## src/hdl/ray_macros.svh

```systemverilog
`ifndef RAY_MACROS_SVH
`define RAY_MACROS_SVH

// screen size in pixels
`define SCREEN_WIDTH 640
`define SCREEN_HEIGHT 480

// pixel coordinate and ray counter widths
`define COORD_W 10
`define RAY_COUNT_W 20

// 8.24 constants
`define FP_ONE 32'h01000000
`define FP_THREE_HALVES 32'h01800000

// 2/width and 2/height, rounded to nearest
`define SCALE_X 32'h0000CCCD
`define SCALE_Y 32'h00011111

// pipeline depths
`define INV_SQRT_LATENCY 5
// ndc, ray, length squared, inverse root, normalize
`define RAY_GEN_LATENCY (3 + `INV_SQRT_LATENCY + 1)

`endif

```

## src/hdl/ray_pkg.sv

```systemverilog
`include "ray_macros.svh"

package ray_pkg;

    // signed 8.24 fixed point
    typedef logic signed [31:0] fp;

    // three component vector, x in the top word
    typedef struct packed {
        fp x;
        fp y;
        fp z;
    } vec3;

    // pixel position plus end of window marker
    typedef struct packed {
        logic [`COORD_W-1:0] col;
        logic [`COORD_W-1:0] row;
        logic                last;
    } pixel_tag;

    // window origin and extent
    // extent counts extra pixels, so zero is a single pixel
    typedef struct packed {
        logic [`COORD_W-1:0] x0;
        logic [`COORD_W-1:0] y0;
        logic [`COORD_W-1:0] w;
        logic [`COORD_W-1:0] h;
    } scan_window;

    // 8.24 product
    // full 64-bit product, keep bits 55..24, rounds toward minus infinity
    function automatic fp fp_mul(input fp a, input fp b);
        logic signed [63:0] prod;
        prod = a * b;
        return prod[55:24];
    endfunction

    // sum of componentwise products
    function automatic fp vec3_dot(input vec3 a, input vec3 b);
        fp acc;
        acc = fp_mul(a.x, b.x);
        acc = acc + fp_mul(a.y, b.y);
        acc = acc + fp_mul(a.z, b.z);
        return acc;
    endfunction

endpackage

```

## src/hdl/ray_output.sv

```systemverilog
`timescale 1ns/1ps
`include "ray_macros.svh"

module ray_output (
    input  logic                    clk,
    input  logic                    rst,
    input  ray_pkg::vec3            dir,
    input  ray_pkg::pixel_tag       dir_tag,
    input  logic                    dir_valid,
    output ray_pkg::vec3            out_ray,
    output ray_pkg::pixel_tag       out_tag,
    output logic                    out_valid,
    output logic                    frame_done,
    output logic [`RAY_COUNT_W-1:0] ray_count
);

    // next ray starts a new window
    logic new_frame;

    always_ff @(posedge clk) begin
        if (dir_valid) begin
            out_ray <= dir;
            out_tag <= dir_tag;
        end
    end

    always_ff @(posedge clk) begin
        if (!rst) begin
            out_valid  <= 1'b0;
            frame_done <= 1'b0;
            ray_count  <= '0;
            new_frame  <= 1'b1;
        end else begin
            out_valid  <= dir_valid;
            frame_done <= dir_valid && dir_tag.last;
            if (dir_valid) begin
                // count is the position of this ray, first one is 1
                ray_count <= new_frame ? `RAY_COUNT_W'(1) : ray_count + 1'b1;
                new_frame <= dir_tag.last;
            end
        end
    end

endmodule

```

## config.mk

```make
export PLATFORM = sky130hd
export DESIGN_NAME = ray_output
export DESIGN_NICKNAME = d
export VERILOG_FILES = /design/src/hdl/ray_pkg.sv /design/src/hdl/ray_output.sv
export VERILOG_INCLUDE_DIRS = /design/src /design/src/hdl
export SDC_FILE = /design/constraint.sdc
export NUM_CORES = 1
export LEC_CHECK = 0
export BUFFER_PORTS_ARGS = -buffer_cell sky130_fd_sc_hd__buf_2
export CORE_UTILIZATION = 40
export CTS_BUF_LIST = sky130_fd_sc_hd__clkbuf_4 sky130_fd_sc_hd__clkbuf_8 sky130_fd_sc_hd__clkbuf_16
export DETAILED_ROUTE_END_ITERATION = 6
export GPL_TIMING_DRIVEN = 0
export HOLD_SLACK_MARGIN = 0.12
export PLACE_DENSITY = 0.77
export SETUP_SLACK_MARGIN = 0.5
export SYNTH_ARGS = -nofsm -noshare
export SYNTH_HDL_FRONTEND = slang
export SYNTH_SLANG_ARGS = --single-unit
export TNS_END_PERCENT = 10
```

## constraint.sdc

```tcl
create_clock -name clk -period 3.1 [get_ports clk]
set_clock_uncertainty 0.05 [all_clocks]
set_input_delay 0.31 -clock clk [delete_from_list [all_inputs] [get_ports clk]]
set_output_delay 0.31 -clock clk [all_outputs]
set_load 0.02 [all_outputs]
```

# Word-level counts from Yosys, hierarchy flattened
# Index checks and enable logic that the tools add are counted.
dict set report op_classes {
  reduce_logical 1
  add_sub_neg 1
  muxes 1
}
# operator count
set op_table {}
lappend op_table {{adder 20 x 1 -> 20 bit (second input constant)} 1}
lappend op_table {{2-to-1 mux 20 bit} 1}
lappend op_table {{logical AND 1 bit} 1}
dict set report word_totals {
  input_bits 120
  word_cells 13
  out_inout_bits 139
  regBits 140
}

# Longest topological paths before layout
dict set report depth {
  depth_word 2
  ltp_mapped 5
  depth_no_buf 5
}

# Worst setup path before layout
# OpenSTA, ideal clock, no wires.
dict set report synth_path {
  kind {reg-to-reg}
  start {reg ray_count[5]}
  end {reg ray_count[17]}
  setup_ns 0.071
  arrival_time_ns 1.728
  period_less_slack_ns 1.849
  path_slack_ns 1.251
  path_stages_with_launch 6
  path_buffers 1
  cell_sequence {dfxtp_1 > nand3_1 > or3_1 > buf_2 > or4_1 > a21oi_1}
}
dict set report synth_via {
  elab_chain_cells 2
}
# item line_no
set synth_rtl {}
lappend synth_rtl {{start, declared} ray_output.sv:14} ;# output logic [`RAY_COUNT_W-1:0] ray_count
lappend synth_rtl {{start signal, assigned} ray_output.sv:38} ;# ray_count <= new_frame ? `RAY_COUNT_W'(1) : ray_count + 1'b1;
lappend synth_rtl {{adder 20 x 1 -> 20 bit} ray_output.sv:38}
lappend synth_rtl {{2-to-1 mux 20 bit} ray_output.sv:38}
# Every way passes these cells.
# A chain may end at the register's enable or synchronous reset.

==> results.txt <==
outcome - completed
Resized cells post-CTS - 0
H-tree Lvls - 4
final standard cell count with taps included and fillers excluded - 785
number of storage elements in the synthesis netlist - 140
wire length of the first global-routing pass - 21700 um
clock tree buffer depth - 2
Clock Sink Count - 140
Total GRT Usage - 26.2%
clock tree from TritonCTS - built
floorplan die area - 11700 sq um
Detailed Place HPWL - 8940 um
setup TNS - 0 ps
most area-hungry cell type in the Yosys netlist - sky130_fd_sc_hd__edfxtp_1
critical path class - in2reg
crit end category - flop
iteration count of the initial detailed-routing pass - 4
Post-Route M1 WL - 5350 um
number of global-route vias before repair - 3872
Filler Cells Inserted - 688
asr flop ratio synth - 0%
Multi-input gate area - 524 sq um
post-synthesis to final-layout area growth - 73.1%
maximum number of pins on one net before global-route repair - 73
time the worst path needs with I/O delays and setup - 2030 ps
post-route fraction of the period consumed by the critical path - 65.4%
starting density of the core - 41.4%
power per cell area - 628 nW/um^2
post-synth design cell area - 4530 sq um
clock buffers created by TritonCTS - 17
max_slew headroom - 56.5%
transition at the pin with the smallest max-transition slack - 652 ps
primary flip-flop cell chosen by synthesis mapping - sky130_fd_sc_hd__edfxtp_1
via count normalized by instance count - 4.86
Final ANT Viol Nets - 0
number of max-cap violations - 0
Initial DRC Count - 256
Nets - 751
clock tree root buffer cell - sky130_fd_sc_hd__clkbuf_16
worst hold path class - in2reg
Met3 Routed Length - 1280 um
met2 wire len - 8370 um
core region area - 10900 sq um
Static Leak - 3.32 nW
average footprint of a synthesized cell - 19.3 sq um
required time at the worst-slack endpoint - 3370 ps
count of synthesis-stage warnings from yosys - 0
buffers inserted during post-CTS setup optimization - 0
unrepaired setup endpoints after global routing - false
Final Wtd Congestion - 0.833
maximum resistive drop on vdd - 0.000400 V
via count - 3818
count of input and output buffers - 258
initial antenna violation count - 3
Die X - 108 um
largest fanout of any net on the critical path - 51
Post-route DRC - 0
number of instances in the synthesized netlist - 234
clock network latency to the later pin of the worst-skew pair - 400 ps
vertical extent of the die - 108 um
post-CTS clock slew at the launch and capture registers of the worst setup and hold paths - 60 ps
number of distinct library cell variants in the gate-level netlist after synthesis - 30
Critical Path Source Type - primary input
leading cell types by total area after synthesis - sky130_fd_sc_hd__edfxtp_1 (78%), sky130_fd_sc_hd__dfxtp_1 (10%), sky130_fd_sc_hd__xor2_1 (1.2%), sky130_fd_sc_hd__nand3_1 (1.0%), sky130_fd_sc_hd__nor2_1 (0.91%)
Post-Place Cells - 633
Top Metal Used - met5
number of failing hold endpoints at the final stage - 0
part of the Yosys area used for sequential elements - 87.8%
WL/cell - 19.7 um
Net Count, Synth - 355
final-report setup violation count - 0
share of cells above drive strength 1 - 45.6%
CP arrival - 2300 ps
routed wire length - 15500 um
Storage cell area - 3970 sq um
EDFF count, synth - 117
Max Clk Rate - 0.493 GHz
final count of pins violating max slew - 0
total number of placement rows - 38
fraction of synthesized cell area taken by the top area cell type - 77.6%
io pins - 259
Remaining Overflow, GRT - 0
[state kept, by name, indices dropped and copies added (netlist names)]
| signal | cells |
|---|---|
| out_tag | 21 |
| ray_count | 20 |
| out_ray | 96 |
| frame_done | 1 |
| out_valid | 1 |
| new_frame | 1 |
[cell usage in the layout (no fill, tap or decap), types with 2 or more instances in the layout]
cell type	n
sky130_fd_sc_hd__clkbuf_1	2
sky130_fd_sc_hd__inv_1	4
sky130_fd_sc_hd__and3_1	5
sky130_fd_sc_hd__bufinv_16	4
sky130_fd_sc_hd__or3_1	2
sky130_fd_sc_hd__edfxtp_1	117
sky130_fd_sc_hd__buf_2	258
sky130_fd_sc_hd__inv_6	2
sky130_fd_sc_hd__clkinv_1	2
sky130_fd_sc_hd__nand3_1	9
sky130_fd_sc_hd__o21ai_0	3
sky130_fd_sc_hd__xor2_1	6
sky130_fd_sc_hd__nor4_1	2
sky130_fd_sc_hd__dfxtp_1	23
sky130_fd_sc_hd__nor3_1	3
sky130_fd_sc_hd__diode_2	2
sky130_fd_sc_hd__nor2_1	11
sky130_fd_sc_hd__clkinvlp_4	2
sky130_fd_sc_hd__a21oi_1	7
sky130_fd_sc_hd__clkinv_4	3
sky130_fd_sc_hd__dlygate4sd3_1	118
sky130_fd_sc_hd__nand2_1	9
sky130_fd_sc_hd__xnor2_1	4
sky130_fd_sc_hd__clkbuf_16	17
sky130_fd_sc_hd__or4_1	5
sky130_fd_sc_hd__o31ai_1	4
sky130_fd_sc_hd__nand4_1	6
[cell families after synthesis]
logic type / after synthesis / share of synthesized area (%)
adders and majority gates: 1 / 0.276
DFF: 140 / 87.8
buffers and inverters: 7 / 0.608
AOI/OAI and AO/OA: 17 / 2.24
xor gates and xnor gates: 10 / 1.94
and+or+nand+nor: 58 / 6.88
muxes: 1 / 0.249
[Yosys cell counts, types with 4 or more instances]
library cell and n:
sky130_fd_sc_hd__edfxtp_1 117, sky130_fd_sc_hd__dfxtp_1 23, sky130_fd_sc_hd__nor2_1 11, sky130_fd_sc_hd__nand2_1 9, sky130_fd_sc_hd__nand3_1 9, sky130_fd_sc_hd__a21oi_1 7
sky130_fd_sc_hd__nand4_1 6, sky130_fd_sc_hd__xor2_1 6, sky130_fd_sc_hd__and3_1 5, sky130_fd_sc_hd__or4_1 5, sky130_fd_sc_hd__inv_1 4, sky130_fd_sc_hd__o31ai_1 4
sky130_fd_sc_hd__xnor2_1 4
[stage by stage]
stage | instance area, sq um | hold slack (ps) | setup slack, ps | total power [mW] | utilization, %
floorplan | 4530 | 359 | 1250 | 2.43 | -
global placement | 5990 | 437 | -871 | 2.66 | 54.8
detailed placement | 6020 | 438 | 667 | 2.68 | 55.1
CTS | 7830 | 408 | 1090 | 4.90 | 71.6
global route | 7830 | 409 | 938 | 5.07 | 71.6
finish | 7830 | 414 | 1070 | 4.92 | 71.6
[per-layer routing]
metal / vias to the layer above / GRT usage (%)
li1: 1703 / -
met1: 1867 / 27.5
met2: 212 / 46.9
met3: 34 / 9.40
met4: 2 / 11.7
met5: - / 0
[path summary, 6_finish.rpt]
path | cells after the start | endpoint | slack, ps | startpoint
max reg2reg | 5 | ray_count[15] | 1210 | ray_count[0]
max | 6 | ray_count[15] | 1070 | dir_valid
min reg2reg | 2 | ray_count[17] | 450 | ray_count[17]
min | 1 | out_ray[73] | 410 | dir_valid
[power breakdown]
part           switching, mW  leakage [nW]  internal [mW]
clock                  0.772         0.299           1.36
sequential            0.0448          1.33           2.18
combinational          0.323          1.69          0.238
total                   1.14          3.32           3.78
[worst max-delay path: stages]
cell and delay (ps):
sky130_fd_sc_hd__buf_4 510, sky130_fd_sc_hd__nand3_1 310, sky130_fd_sc_hd__or3_1 370, sky130_fd_sc_hd__buf_2 160, sky130_fd_sc_hd__or4_1 470, sky130_fd_sc_hd__a21oi_1 150
[cell type report]
cell class | instances | area share, %
Tap cell | 140 | 2.24
Sequential cell | 140 | 50.7
Buffer | 3 | 0.160
Inverter | 4 | 0.192
Clock buffer | 18 | 5.53
Clock inverter | 14 | 2.44
Antenna cell | 2 | 0.0639
Multi-Input combinational cell | 87 | 6.69
Timing Repair Buffer | 377 | 31.9
[repair_timing]
action | CTS | global route
hold buffers | 118 | 0
endpoints found under the hold margin | 118 | 0
endpoints found under the setup margin | 0 | 0
Power figures use the tool's default switching activity.
