### src/hdl/ray_macros.svh
`ifndef RAY_MACROS_SVH
`define RAY_MACROS_SVH

// screen size in pixels
`define SCREEN_WIDTH 640
`define SCREEN_HEIGHT 480

// pixel coordinate and ray counter widths
`define COORD_W 10
`define RAY_COUNT_W 20

// 8.24 constants
`define FP_ONE 32'h01000000
`define FP_THREE_HALVES 32'h01800000

// 2/width and 2/height, rounded to nearest
`define SCALE_X 32'h0000CCCD
`define SCALE_Y 32'h00011111

// pipeline depths
`define INV_SQRT_LATENCY 5
// ndc, ray, length squared, inverse root, normalize
`define RAY_GEN_LATENCY (3 + `INV_SQRT_LATENCY + 1)

`endif

### src/hdl/ray_pkg.sv
`include "ray_macros.svh"

package ray_pkg;

    // signed 8.24 fixed point
    typedef logic signed [31:0] fp;

    // three component vector, x in the top word
    typedef struct packed {
        fp x;
        fp y;
        fp z;
    } vec3;

    // pixel position plus end of window marker
    typedef struct packed {
        logic [`COORD_W-1:0] col;
        logic [`COORD_W-1:0] row;
        logic                last;
    } pixel_tag;

    // window origin and extent
    // extent counts extra pixels, so zero is a single pixel
    typedef struct packed {
        logic [`COORD_W-1:0] x0;
        logic [`COORD_W-1:0] y0;
        logic [`COORD_W-1:0] w;
        logic [`COORD_W-1:0] h;
    } scan_window;

    // 8.24 product
    // full 64-bit product, keep bits 55..24, rounds toward minus infinity
    function automatic fp fp_mul(input fp a, input fp b);
        logic signed [63:0] prod;
        prod = a * b;
        return prod[55:24];
    endfunction

    // sum of componentwise products
    function automatic fp vec3_dot(input vec3 a, input vec3 b);
        fp acc;
        acc = fp_mul(a.x, b.x);
        acc = acc + fp_mul(a.y, b.y);
        acc = acc + fp_mul(a.z, b.z);
        return acc;
    endfunction

endpackage

### src/hdl/pixel_scanner.sv
`timescale 1ns/1ps
`include "ray_macros.svh"

module pixel_scanner (
    input  logic                  clk,
    input  logic                  rst,
    input  logic                  start,
    input  ray_pkg::scan_window   window,
    output ray_pkg::pixel_tag     pix,
    output logic                  pix_valid,
    output logic                  busy
);

    // window held for the whole scan
    ray_pkg::scan_window win;

    logic [`COORD_W-1:0] col_end;
    logic [`COORD_W-1:0] row_end;
    logic [`COORD_W-1:0] next_col;
    logic [`COORD_W-1:0] next_row;
    logic                at_row_end;

    // next position in row-major order
    always_comb begin
        col_end    = win.x0 + win.w;
        row_end    = win.y0 + win.h;
        at_row_end = (pix.col == col_end);
        // wrap to the start of the next row
        next_col   = at_row_end ? win.x0 : pix.col + 1'b1;
        next_row   = at_row_end ? pix.row + 1'b1 : pix.row;
    end

    always_ff @(posedge clk) begin
        if (start && !busy) begin
            win <= window;
        end
    end

    always_ff @(posedge clk) begin
        if (!rst) begin
            pix       <= '0;
            pix_valid <= 1'b0;
            busy      <= 1'b0;
        end else if (!busy) begin
            // start only taken when idle
            if (start) begin
                pix.col   <= window.x0;
                pix.row   <= window.y0;
                pix.last  <= (window.w == '0) && (window.h == '0);
                pix_valid <= 1'b1;
                busy      <= 1'b1;
            end
        end else if (pix.last) begin
            // final pixel just went out
            pix_valid <= 1'b0;
            busy      <= 1'b0;
        end else begin
            pix.col  <= next_col;
            pix.row  <= next_row;
            pix.last <= (next_col == col_end) && (next_row == row_end);
        end
    end

endmodule

### config.mk
export PLATFORM = sky130hd
export DESIGN_NAME = pixel_scanner
export DESIGN_NICKNAME = d
export VERILOG_FILES = /design/src/hdl/ray_pkg.sv /design/src/hdl/pixel_scanner.sv
export VERILOG_INCLUDE_DIRS = /design/src /design/src/hdl
export SDC_FILE = /design/constraint.sdc
export NUM_CORES = 1
export LEC_CHECK = 0
export BUFFER_PORTS_ARGS = -buffer_cell sky130_fd_sc_hd__buf_4
export CORE_MARGIN = 2
export CORE_UTILIZATION = 50
export CTS_BUF_LIST = sky130_fd_sc_hd__clkbuf_2 sky130_fd_sc_hd__clkbuf_4 sky130_fd_sc_hd__clkbuf_8
export DETAILED_ROUTE_END_ITERATION = 10
export PLACE_DENSITY = 0.76
export SYNTH_ARGS = -nofsm -noshare
export SYNTH_HDL_FRONTEND = slang
export SYNTH_SLANG_ARGS = --single-unit
export TNS_END_PERCENT = 100
### constraint.sdc
create_clock -name clk -period 4.5 [get_ports clk]
set_clock_uncertainty 0.2 [all_clocks]
set_input_delay 0.675 -clock clk [delete_from_list [all_inputs] [get_ports clk]]
set_output_delay 0.675 -clock clk [all_outputs]
set_load 0.01 [all_outputs]
Word-level counts from Yosys, hierarchy flattened
Cells that the tools add are included.
Widths: inputs -> output; s select.
{"block": "totals", "register_bits": 63, "input_bits": 43, "out_inout_bits": 23, "word_cells": 38}
{"block": "classes", "n_addsub": 4, "n_eq_ne": 5, "muxes": 11, "reduce_logical": 9}
{"operator": "$mux 21", "n": 3}
{"operator": "$eq 10x10->1", "n": 3}
{"operator": "$add 10x1->10 const B", "n": 2}
{"operator": "$add 10x10->10", "n": 2}
{"operator": "$logic_not 10->1", "n": 2}
{"operator": "$mux 10", "n": 2}
{"operator": "$mux 1", "n": 6}
{"operator": "$ne 2x2->1 const B", "n": 2}
{"operator": "$reduce_and 2->1", "n": 2}
{"operator": "$logic_and 1x1->1", "n": 3}
{"operator": "$reduce_bool 2->1", "n": 1}
{"operator": "$logic_not 1->1", "n": 1}

Depth between registers and ports, before layout
Gate-level depths: netlist of the first run.
{"block": "logic_depth", "word_depth": 7, "depth_mapped": 16, "depth_no_buf": 13}

Worst setup path after synthesis of the first run
No wires, ideal clock.
{"block": "synth_timing", "path_type": "register to register", "from": "register win[0] (netlist name)", "to": "register pix[0] (netlist name)", "setup_ns": 0.096, "arrival_ns": 3.077, "required_ns": 4.204, "slack_ns": 1.127, "path_stages_with_launch": 12, "n_path_buf": 0, "period_less_slack_ns": 3.373, "path_cell_list": "edfxtp_1 ha_1 fa_1 a21o_1 a221o_1 nor3_1 o21bai_1 xnor2_1 or4_4 a2111oi_4 o32ai_1 o41ai_2"}
{"block": "synth_between", "elab_chain_len": 5}
{"item": "start: declaration", "line": "pixel_scanner.sv:15", "rtl": "ray_pkg::scan_window win;"}
{"item": "start signal: assignment", "line": "pixel_scanner.sv:35", "rtl": "win <= window;"}
{"item": "$add 10x10->10", "line": "pixel_scanner.sv:26", "rtl": "row_end = win.y0 + win.h;"}
{"item": "$eq 10x10->1", "line": "pixel_scanner.sv:60", "rtl": "pix.last <= (next_col == col_end) && (next_row == row_end);"}
{"item": "$logic_and 1x1->1", "line": "pixel_scanner.sv:60"}
{"item": "$mux 21", "line": "pixel_scanner.sv:53", "rtl": "end else if (pix.last) begin"}
{"item": "$mux 21", "line": "pixel_scanner.sv:44", "rtl": "end else if (!busy) begin"}
{"item": "end: declaration", "line": "pixel_scanner.sv:9", "rtl": "output ray_pkg::pixel_tag pix,"}
No other way between the ends. The select of a mux whose other input is x is not followed.
A chain may end at the register's enable or synchronous reset.

Final worst setup path of the first run
{"block": "layout_timing", "from": "register win[30] (netlist name)", "to": "register pix[6] (netlist name)"}
{"block": "layout_between", "elab_chain_len": 5}
{"item": "$add 10x10->10", "line": "pixel_scanner.sv:25", "rtl": "col_end = win.x0 + win.w;"}
{"item": "$eq 10x10->1", "line": "pixel_scanner.sv:27", "rtl": "at_row_end = (pix.col == col_end);"}
{"item": "$mux 10", "line": "pixel_scanner.sv:30", "rtl": "next_row = at_row_end ? pix.row + 1'b1 : pix.row;"}
{"item": "$mux 21", "line": "pixel_scanner.sv:53"}
{"item": "$mux 21", "line": "pixel_scanner.sv:44"}
No other way between the ends. The select of a mux whose other input is x is not followed.

==> results of run 1 <==
[final timing paths]
kind                            slack (ps)                      to                   start
worst min-delay path                   300  pix_valid$_SDFFE_PN0P_  pix_valid$_SDFFE_PN0P_
worst max-delay path                   770     pix[6]$_SDFFE_PN0P_       win[30]$_DFFE_PP_
worst max register to register         770     pix[6]$_SDFFE_PN0P_       win[30]$_DFFE_PP_
worst min register to register         300  pix_valid$_SDFFE_PN0P_  pix_valid$_SDFFE_PN0P_
[Yosys cell counts (all sizes together), types with 3 or more instances]
cell | number | area share [%]
edfxtp | 40 | 29
xnor2 | 39 | 8.1
nand2 | 38 | 3.5
a21oi | 28 | 3.7
nor2 | 24 | 2.4
dfxtp | 23 | 11
xor2 | 22 | 4.8
o21ai | 21 | 2.5
ha | 20 | 6.0
nand3 | 20 | 2.5
nor4 | 12 | 1.9
clkbuf | 10 | 1.1
nand4 | 10 | 1.5
and3 | 9 | 1.3
inv | 9 | 0.80
o221ai | 8 | 1.7
a21o | 7 | 1.3
nor3 | 7 | 0.95
o21a | 6 | 1.1
and2 | 5 | 0.80
a311oi | 4 | 0.83
a31oi | 4 | 0.74
buf | 4 | 0.68
nand2b | 4 | 0.60
nor2b | 4 | 0.60
o2111ai | 4 | 0.98
a22oi | 3 | 0.54
o211ai | 3 | 0.54
or4 | 3 | 0.63
[flip-flops by register name (all words and copies together) (netlist names)]
register / count
win: 40
pix: 21
busy: 1
pix_valid: 1
[critical path: stages (launching register included)]
cell and delay [ps]:
edfxtp_1 460, ha_1 210, inv_1 50, fa_1 390
nor2b_1 160, o21a_1 140, nor2_2 50, xnor3_1 190
nor4_2 340, and3_1 200, buf_4 170, nand2_2 260
nor3_1 400, a21oi_1 130, o31a_1 280
[power groups by stage]
stage	sequential [mW]	combinational (mW)	clock [mW]
after floorplan	0.713	0.354	0
after global placement	0.720	0.500	0
after detailed placement	0.720	0.510	0
after CTS	0.708	0.513	0.553
after global routing	0.713	0.562	0.579
final	0.708	0.518	0.546
[cell families after synthesis]
family	count (synthesis)	share of synthesized area (%)
AND/OR/NAND/NOR	142	17.9
AO/OA/AOI/OAI	104	18.1
XOR/XNOR	63	14.0
flip-flops	63	39.5
buffers and inverters	25	2.95
adder cells (fa/ha/maj)	22	6.91
multiplexers	2	0.595
[layout make-up]
| class | count | area (um2) |
|---|---|---|
| Clock buffer | 11 | 139 |
| Fill cell | 710 | 3190 |
| Clock inverter | 5 | 73.8 |
| Inverter | 10 | 37.5 |
| Timing Repair Buffer | 70 | 526 |
| Sequential cell | 63 | 1660 |
| Multi-Input combinational cell | 333 | 2420 |
| Tap cell | 105 | 131 |
[layer usage]
layer / track usage [%] / part of all wire (%) / up-vias
li1: - / - / 1718
met1: 32.5 / 43 / 1705
met2: 43.5 / 49 / 147
met3: 4.03 / 5.1 / 33
met4: 10.8 / 2.9 / 0
met5: 0 / 0 / -
==> impl_results.md, run 1 <==
- Status: finished, final reports clean
- Final setup margin: 772 ps
- Prevailing post-synth register cell: edfxtp_1
- Routed len/inst: 18.8 um
- Die W: ~96 um
- Via-to-Cell Ratio: roughly 6.0
- Number of global-route vias before repair: 3530
- Commonest non-fill, non-tap cell in the layout: buf_4
- Setup Buffers After CTS: 0
- Relative slew slack: between 40% and 50%
- Hold Path Class: reg -> reg
- Internal power: ~1.2 mW
- Clock transition at path regs: 70 ps
- Critical path class: reg -> reg
- N_diodes: 0
- Startpoint Class: register
- Sequential fraction of the synthesis area: 39.5%
- Worst Reg2Reg Path Length in Cells: 14
- Global-route wire length before repair: 17700 um
- Hold slack: just under 300 ps
- Most frequent cells in the layout: buf_4 (70), edfxtp_1 (40), xnor2_1 (39)
- Leakage: 1.93 nW
- Hpwl dp: roughly 8500 um
- Tmin final: approximately 3700 ps
- P&R area growth vs syn: 18.6%
- Yosys warns: 0
- Placed cell count: ~580
- Placed inst area: between 4000 and 5000 um2
- Core footprint: slightly above 8000 um2
- Synthesized area per cell: between 9 and 10 um2
- Drt first pass iters: 5
- Initial Util: 51.4%
- Critical Path RT: 4540 ps
- Iteration-0 DRC Markers: between 200 and 300
- CTS tree: yes
- Ports: 66
- Sequential Power Share: 40.0%
- Crit Path Max Fanout: 21
- Largest net degree at the start of global routing: 27
- Clk pwr share: between 30% and 40%
- Mapped cell area: 4200 um2
- Data arrival, critical path: 3770 ps
- Finished Core Util: 61.0%
- CTS root buf: clkbuf_8
- Die ar.: 9150 um2
- Yosys cell types: 73
- Clock tree buffer depth: 2
- Final instance area: 4980 um2
- Power per cell area: 355 nW/um2
- Peak VDD IR: 0.194 mV
- Ys async rst share: 0%
- Worst-Skew Late Latency: 360 ps
- Num rows: 33
- Power share of the combinational group: 29.2%
- NetSw: 0.564 mW
- Final period util: about 83%
- Endpoint type of the worst setup path: register
- Antenna viol nets, final: 0
- # hold bufs at CTS: 0
- Share of cells above drive strength 1: 22.0%
- Gr ovfl total: 0
- Initial antenna violation count: 0
- Tot GR Track Use: 25.7%
- Post-Syn Instances: roughly 420
- Unrepaired setup endpoints after global routing: no
- EDFF count, synth: 40
- Via count: 3603
- Final hold viol count: 0
- Setup_tns: 0 ps
- Num CTS Buffers: 9
- Die Y: 95.7 um
- Routability cong.: between 0.9 and 1
- Setup-failing EPs final: 0
- Overall power: 1.77 mW
- Post_cts resized: 0
- DRC viols: 0
- Syn Nets: a little under 500
- Hold path cells: 2
- Max Fclk: 268 MHz
- Final max-slew violation count: 0
- Number of synthesized register bits: 63
- I/O Buffers: 65
- Finished Layout Cells: 597
- DP Worst Slack: around 800 ps
- H-Tree Depth: 3
- CTS Sinks: 63
- Max-cap violations: 0
- Worst-Margin Slew: about 790 ps
- Sw Ratio: 31.8%
- Final Net Count: between 500 and 600
- Routed WL: roughly 11000 um
(Power assumes the default switching activity.)
==> run 2, diff against run 1 <==
Settings changed: PLACE_DENSITY 0.76 to 0.79.
Clock period 4.5 ns to 3.1 ns, I/O delays scaled along.
==> run 2 against run 1 <==
Against the previous run:
- fmax up 6.9%
- the run now ends with setup timing left
- sequential share of layout area down 4.8 points
- sequential cell count unchanged
==> impl_results.md, run 2 (synthesized netlist as in run 1, its figures left out) <==
- CTS Sinks: 63 (unchanged)
- Fillers: 551 (was 710)
- Data arrival, critical path: 3550 ps (was 3770 ps)
- Sequential Power Share: 37.1% (was 40.0%)
- DRC viols: 0 (unchanged)
- Multi-input gate area in the final layout: 2720 um2 (was 2420 um2)
- Final instance area: 5820 um2 (was 4980 um2)
- Core footprint: 8180 um2 (unchanged)
- Unrepaired setup endpoints after global routing: yes (was no)
- P&R area growth vs syn: 38.6% (was 18.6%)
- Clock transition at path regs: 70 ps (about the same)
- Die Y: 95.7 um (unchanged)
- Iteration-0 DRC Markers: 438 (was 263)
- CP peak stage delay: 450 ps (was 460 ps)
- NetSw: 0.950 mW (was 0.564 mW)
- Hpwl dp: 8990 um (was 8530 um)
- Initial antenna violation count: 0 (unchanged)
- Final period util: 113% (was 82.8%)
- DP Worst Slack: -388 ps (was 810 ps)
- Die ar.: 9150 um2 (unchanged)
- I/O Buffers: 65 (unchanged)
- Num rows: 33 (unchanged)
- Status: finished, violations left (was finished, final reports clean)
- H-Tree Depth: 3 (unchanged)
- Setup-failing EPs final: 20 (was 0)
- FF/Latch Area: 1660 um2 (unchanged)
- Endpoint type of the worst setup path: register (unchanged)
- Final setup margin: -388 ps (was 772 ps)
- GRT met3 Usage: 5.69% (was 4.03%)
- Failing checks: setup timing
- Power share of the combinational group: 36.8% (was 29.2%)
- Hold Path Class: in -> reg (was reg -> reg)
- CP max stage cell: fa_2 (was edfxtp_1)
- Most frequent cells in the layout: buf_4 (126), edfxtp_1 (40), xnor2_1 (36) (was buf_4 (70), edfxtp_1 (40), xnor2_1 (39))
- Relative slew slack: 45.4% (was 47.1%)
- Crit Path Max Fanout: 3 (was 21)
- GR peak layer: met2 (unchanged)
- Final Net Count: 617 (was 552)
- CTS tree: yes (unchanged)
- Global-route wire length before repair: 19700 um (was 17700 um)
- Gr ovfl total: 0 (unchanged)
- Startpoint Class: register (unchanged)
- Final max-slew violation count: 0 (unchanged)
- Routability cong.: 0.902 (was 0.919)
- CTS root buf: clkbuf_8 (unchanged)
- Crit-path cells: ha_2, inv_2, fa_2, nor2b_4, o2111ai_2, nand3b_2, buf_4, xnor2_1, buf_4, o21ai_0, nor2_1, o2111ai_1, a22oi_1, o2111ai_2, o41ai_2 (was ha_1, inv_1, fa_1, nor2b_1, o21a_1, nor2_2, xnor3_1, nor4_2, and3_1, buf_4, nand2_2, nor3_1, a21oi_1, o31a_1)
- Top Registers: win x40, pix x21 (unchanged)
- Worst-Skew Late Latency: 360 ps (about the same)
- Placed cell count: 637 (was 581)
- Tmin final: 3490 ps (was 3730 ps)
- Peak VDD IR: 0.245 mV (was 0.194 mV)
- Share of cells above drive strength 1: 40.4% (was 22.0%)
- Largest net degree at the start of global routing: 22 (was 27)
- Placed inst area: 5240 um2 (was 4770 um2)
- Clock tree buffer depth: 2 (unchanged)
- N_diodes: 0 (unchanged)
- Largest reg by FF count: win (unchanged)
- Overall power: 2.75 mW (was 1.77 mW)
- Grt met1 use: 37.9% (was 32.5%)
- Sw Ratio: 34.6% (was 31.8%)
- Via count: 4181 (was 3603)
- Largest register FFs: 40 (unchanged)
- Number of global-route vias before repair: 3949 (was 3530)
- Commonest non-fill, non-tap cell in the layout: buf_4 (unchanged)
- GR Util met2: 45.2% (was 43.5%)
- Num CTS Buffers: 9 (unchanged)
- Routed WL: 13600 um (was 11200 um)
- Ports: 66 (unchanged)
- Die W: 95.7 um (unchanged)
- Via-to-Cell Ratio: 6.32 (was 6.04)
- Finished Layout Cells: 662 (was 597)
- Critical path class: reg -> reg (unchanged)
- Initial Util: 51.4% (unchanged)
- Max-cap violations: 0 (unchanged)
- Clk pwr share: 26.2% (was 30.8%)
- Critical Path RT: 3160 ps (was 4540 ps)
- Max Fclk: 287 MHz (was 268 MHz)
- Drt first pass iters: 6 (was 5)
- Tot GR Track Use: 28.8% (was 25.7%)
- Leakage: 2.32 nW (was 1.93 nW)
- Worst-Margin Slew: 816 ps (was 791 ps)
- Internal power: 1.80 mW (was 1.21 mW)
- Routed len/inst: 20.5 um (was 18.8 um)
- Antenna viol nets, final: 0 (unchanged)
- Final hold viol count: 0 (unchanged)
- Power per cell area: 471 nW/um2 (was 355 nW/um2)
[run 2: power by group through the flow]
stage | Sequential (mW) | Clock, mW | Combinational, mW
floorplan | 1.03 | 0 | 0.523
global placement | 1.03 | 0 | 0.850
detailed placement | 1.03 | 0 | 0.878
CTS | 1.01 | 0.720 | 0.923
global route | 1.02 | 0.756 | 1.07
finish | 1.02 | 0.718 | 1.01
[run 2: layout make-up]
class / instances / area share (%)
multi-input cells: 333 / 46.7
repair buffers: 135 / 18.5
clock buffers: 10 / 2.26
well taps: 105 / 2.26
clock inverters: 6 / 1.05
inverters: 10 / 0.644
flip-flops and latches: 63 / 28.5
[run 2: worst max-delay path: cells and delay by family, from the launching register on]
kind	cells	cell delay [ps]
AO/OA/AOI/OAI	6	1110
XOR/XNOR	1	150
adder cells (fa/ha/maj)	2	660
buffers and inverters	3	360
flip-flops	1	380
AND/OR/NAND/NOR	3	510
[run 2: per-layer routing]
| metal | part of all wire [%] | up-vias |
|---|---|---|
| li1 | - | 1848 |
| met1 | 40 | 1993 |
| met2 | 47 | 276 |
| met3 | 9.6 | 64 |
| met4 | 3.8 | 0 |
| met5 | 0 | - |
[run 2: final timing paths]
kind                                        startpoint                endpoint  slack [ps]  depth (start not counted)
worst max register to register       win[30]$_DFFE_PP_     pix[0]$_SDFFE_PN0P_        -390                         15
worst min register to register  pix_valid$_SDFFE_PN0P_  pix_valid$_SDFFE_PN0P_         300                          2
worst min-delay path                        window[25]       win[25]$_DFFE_PP_          80                          1
worst max-delay path                 win[30]$_DFFE_PP_     pix[0]$_SDFFE_PN0P_        -390                         15
[run 2: timing repair]
item	in CTS	in global routing
hold buffers	0	0
buffers inserted	3	5
cloned	1	0
resized for setup	31	43
setup endpoints to repair	21	21
pin swaps	14	35
[run 2: metrics by stage]
step	hold WS, ps	setup TNS, ps	utilization [%]
6_report	81.1	-3570	71.2
2_1_floorplan	326	-284	-
3_5_place_dp	284	-2520	64.1
3_3_place_gp	280	-742	64.1
4_1_cts	79.4	-839	68.7
5_1_grt	71.7	-5630	71.2
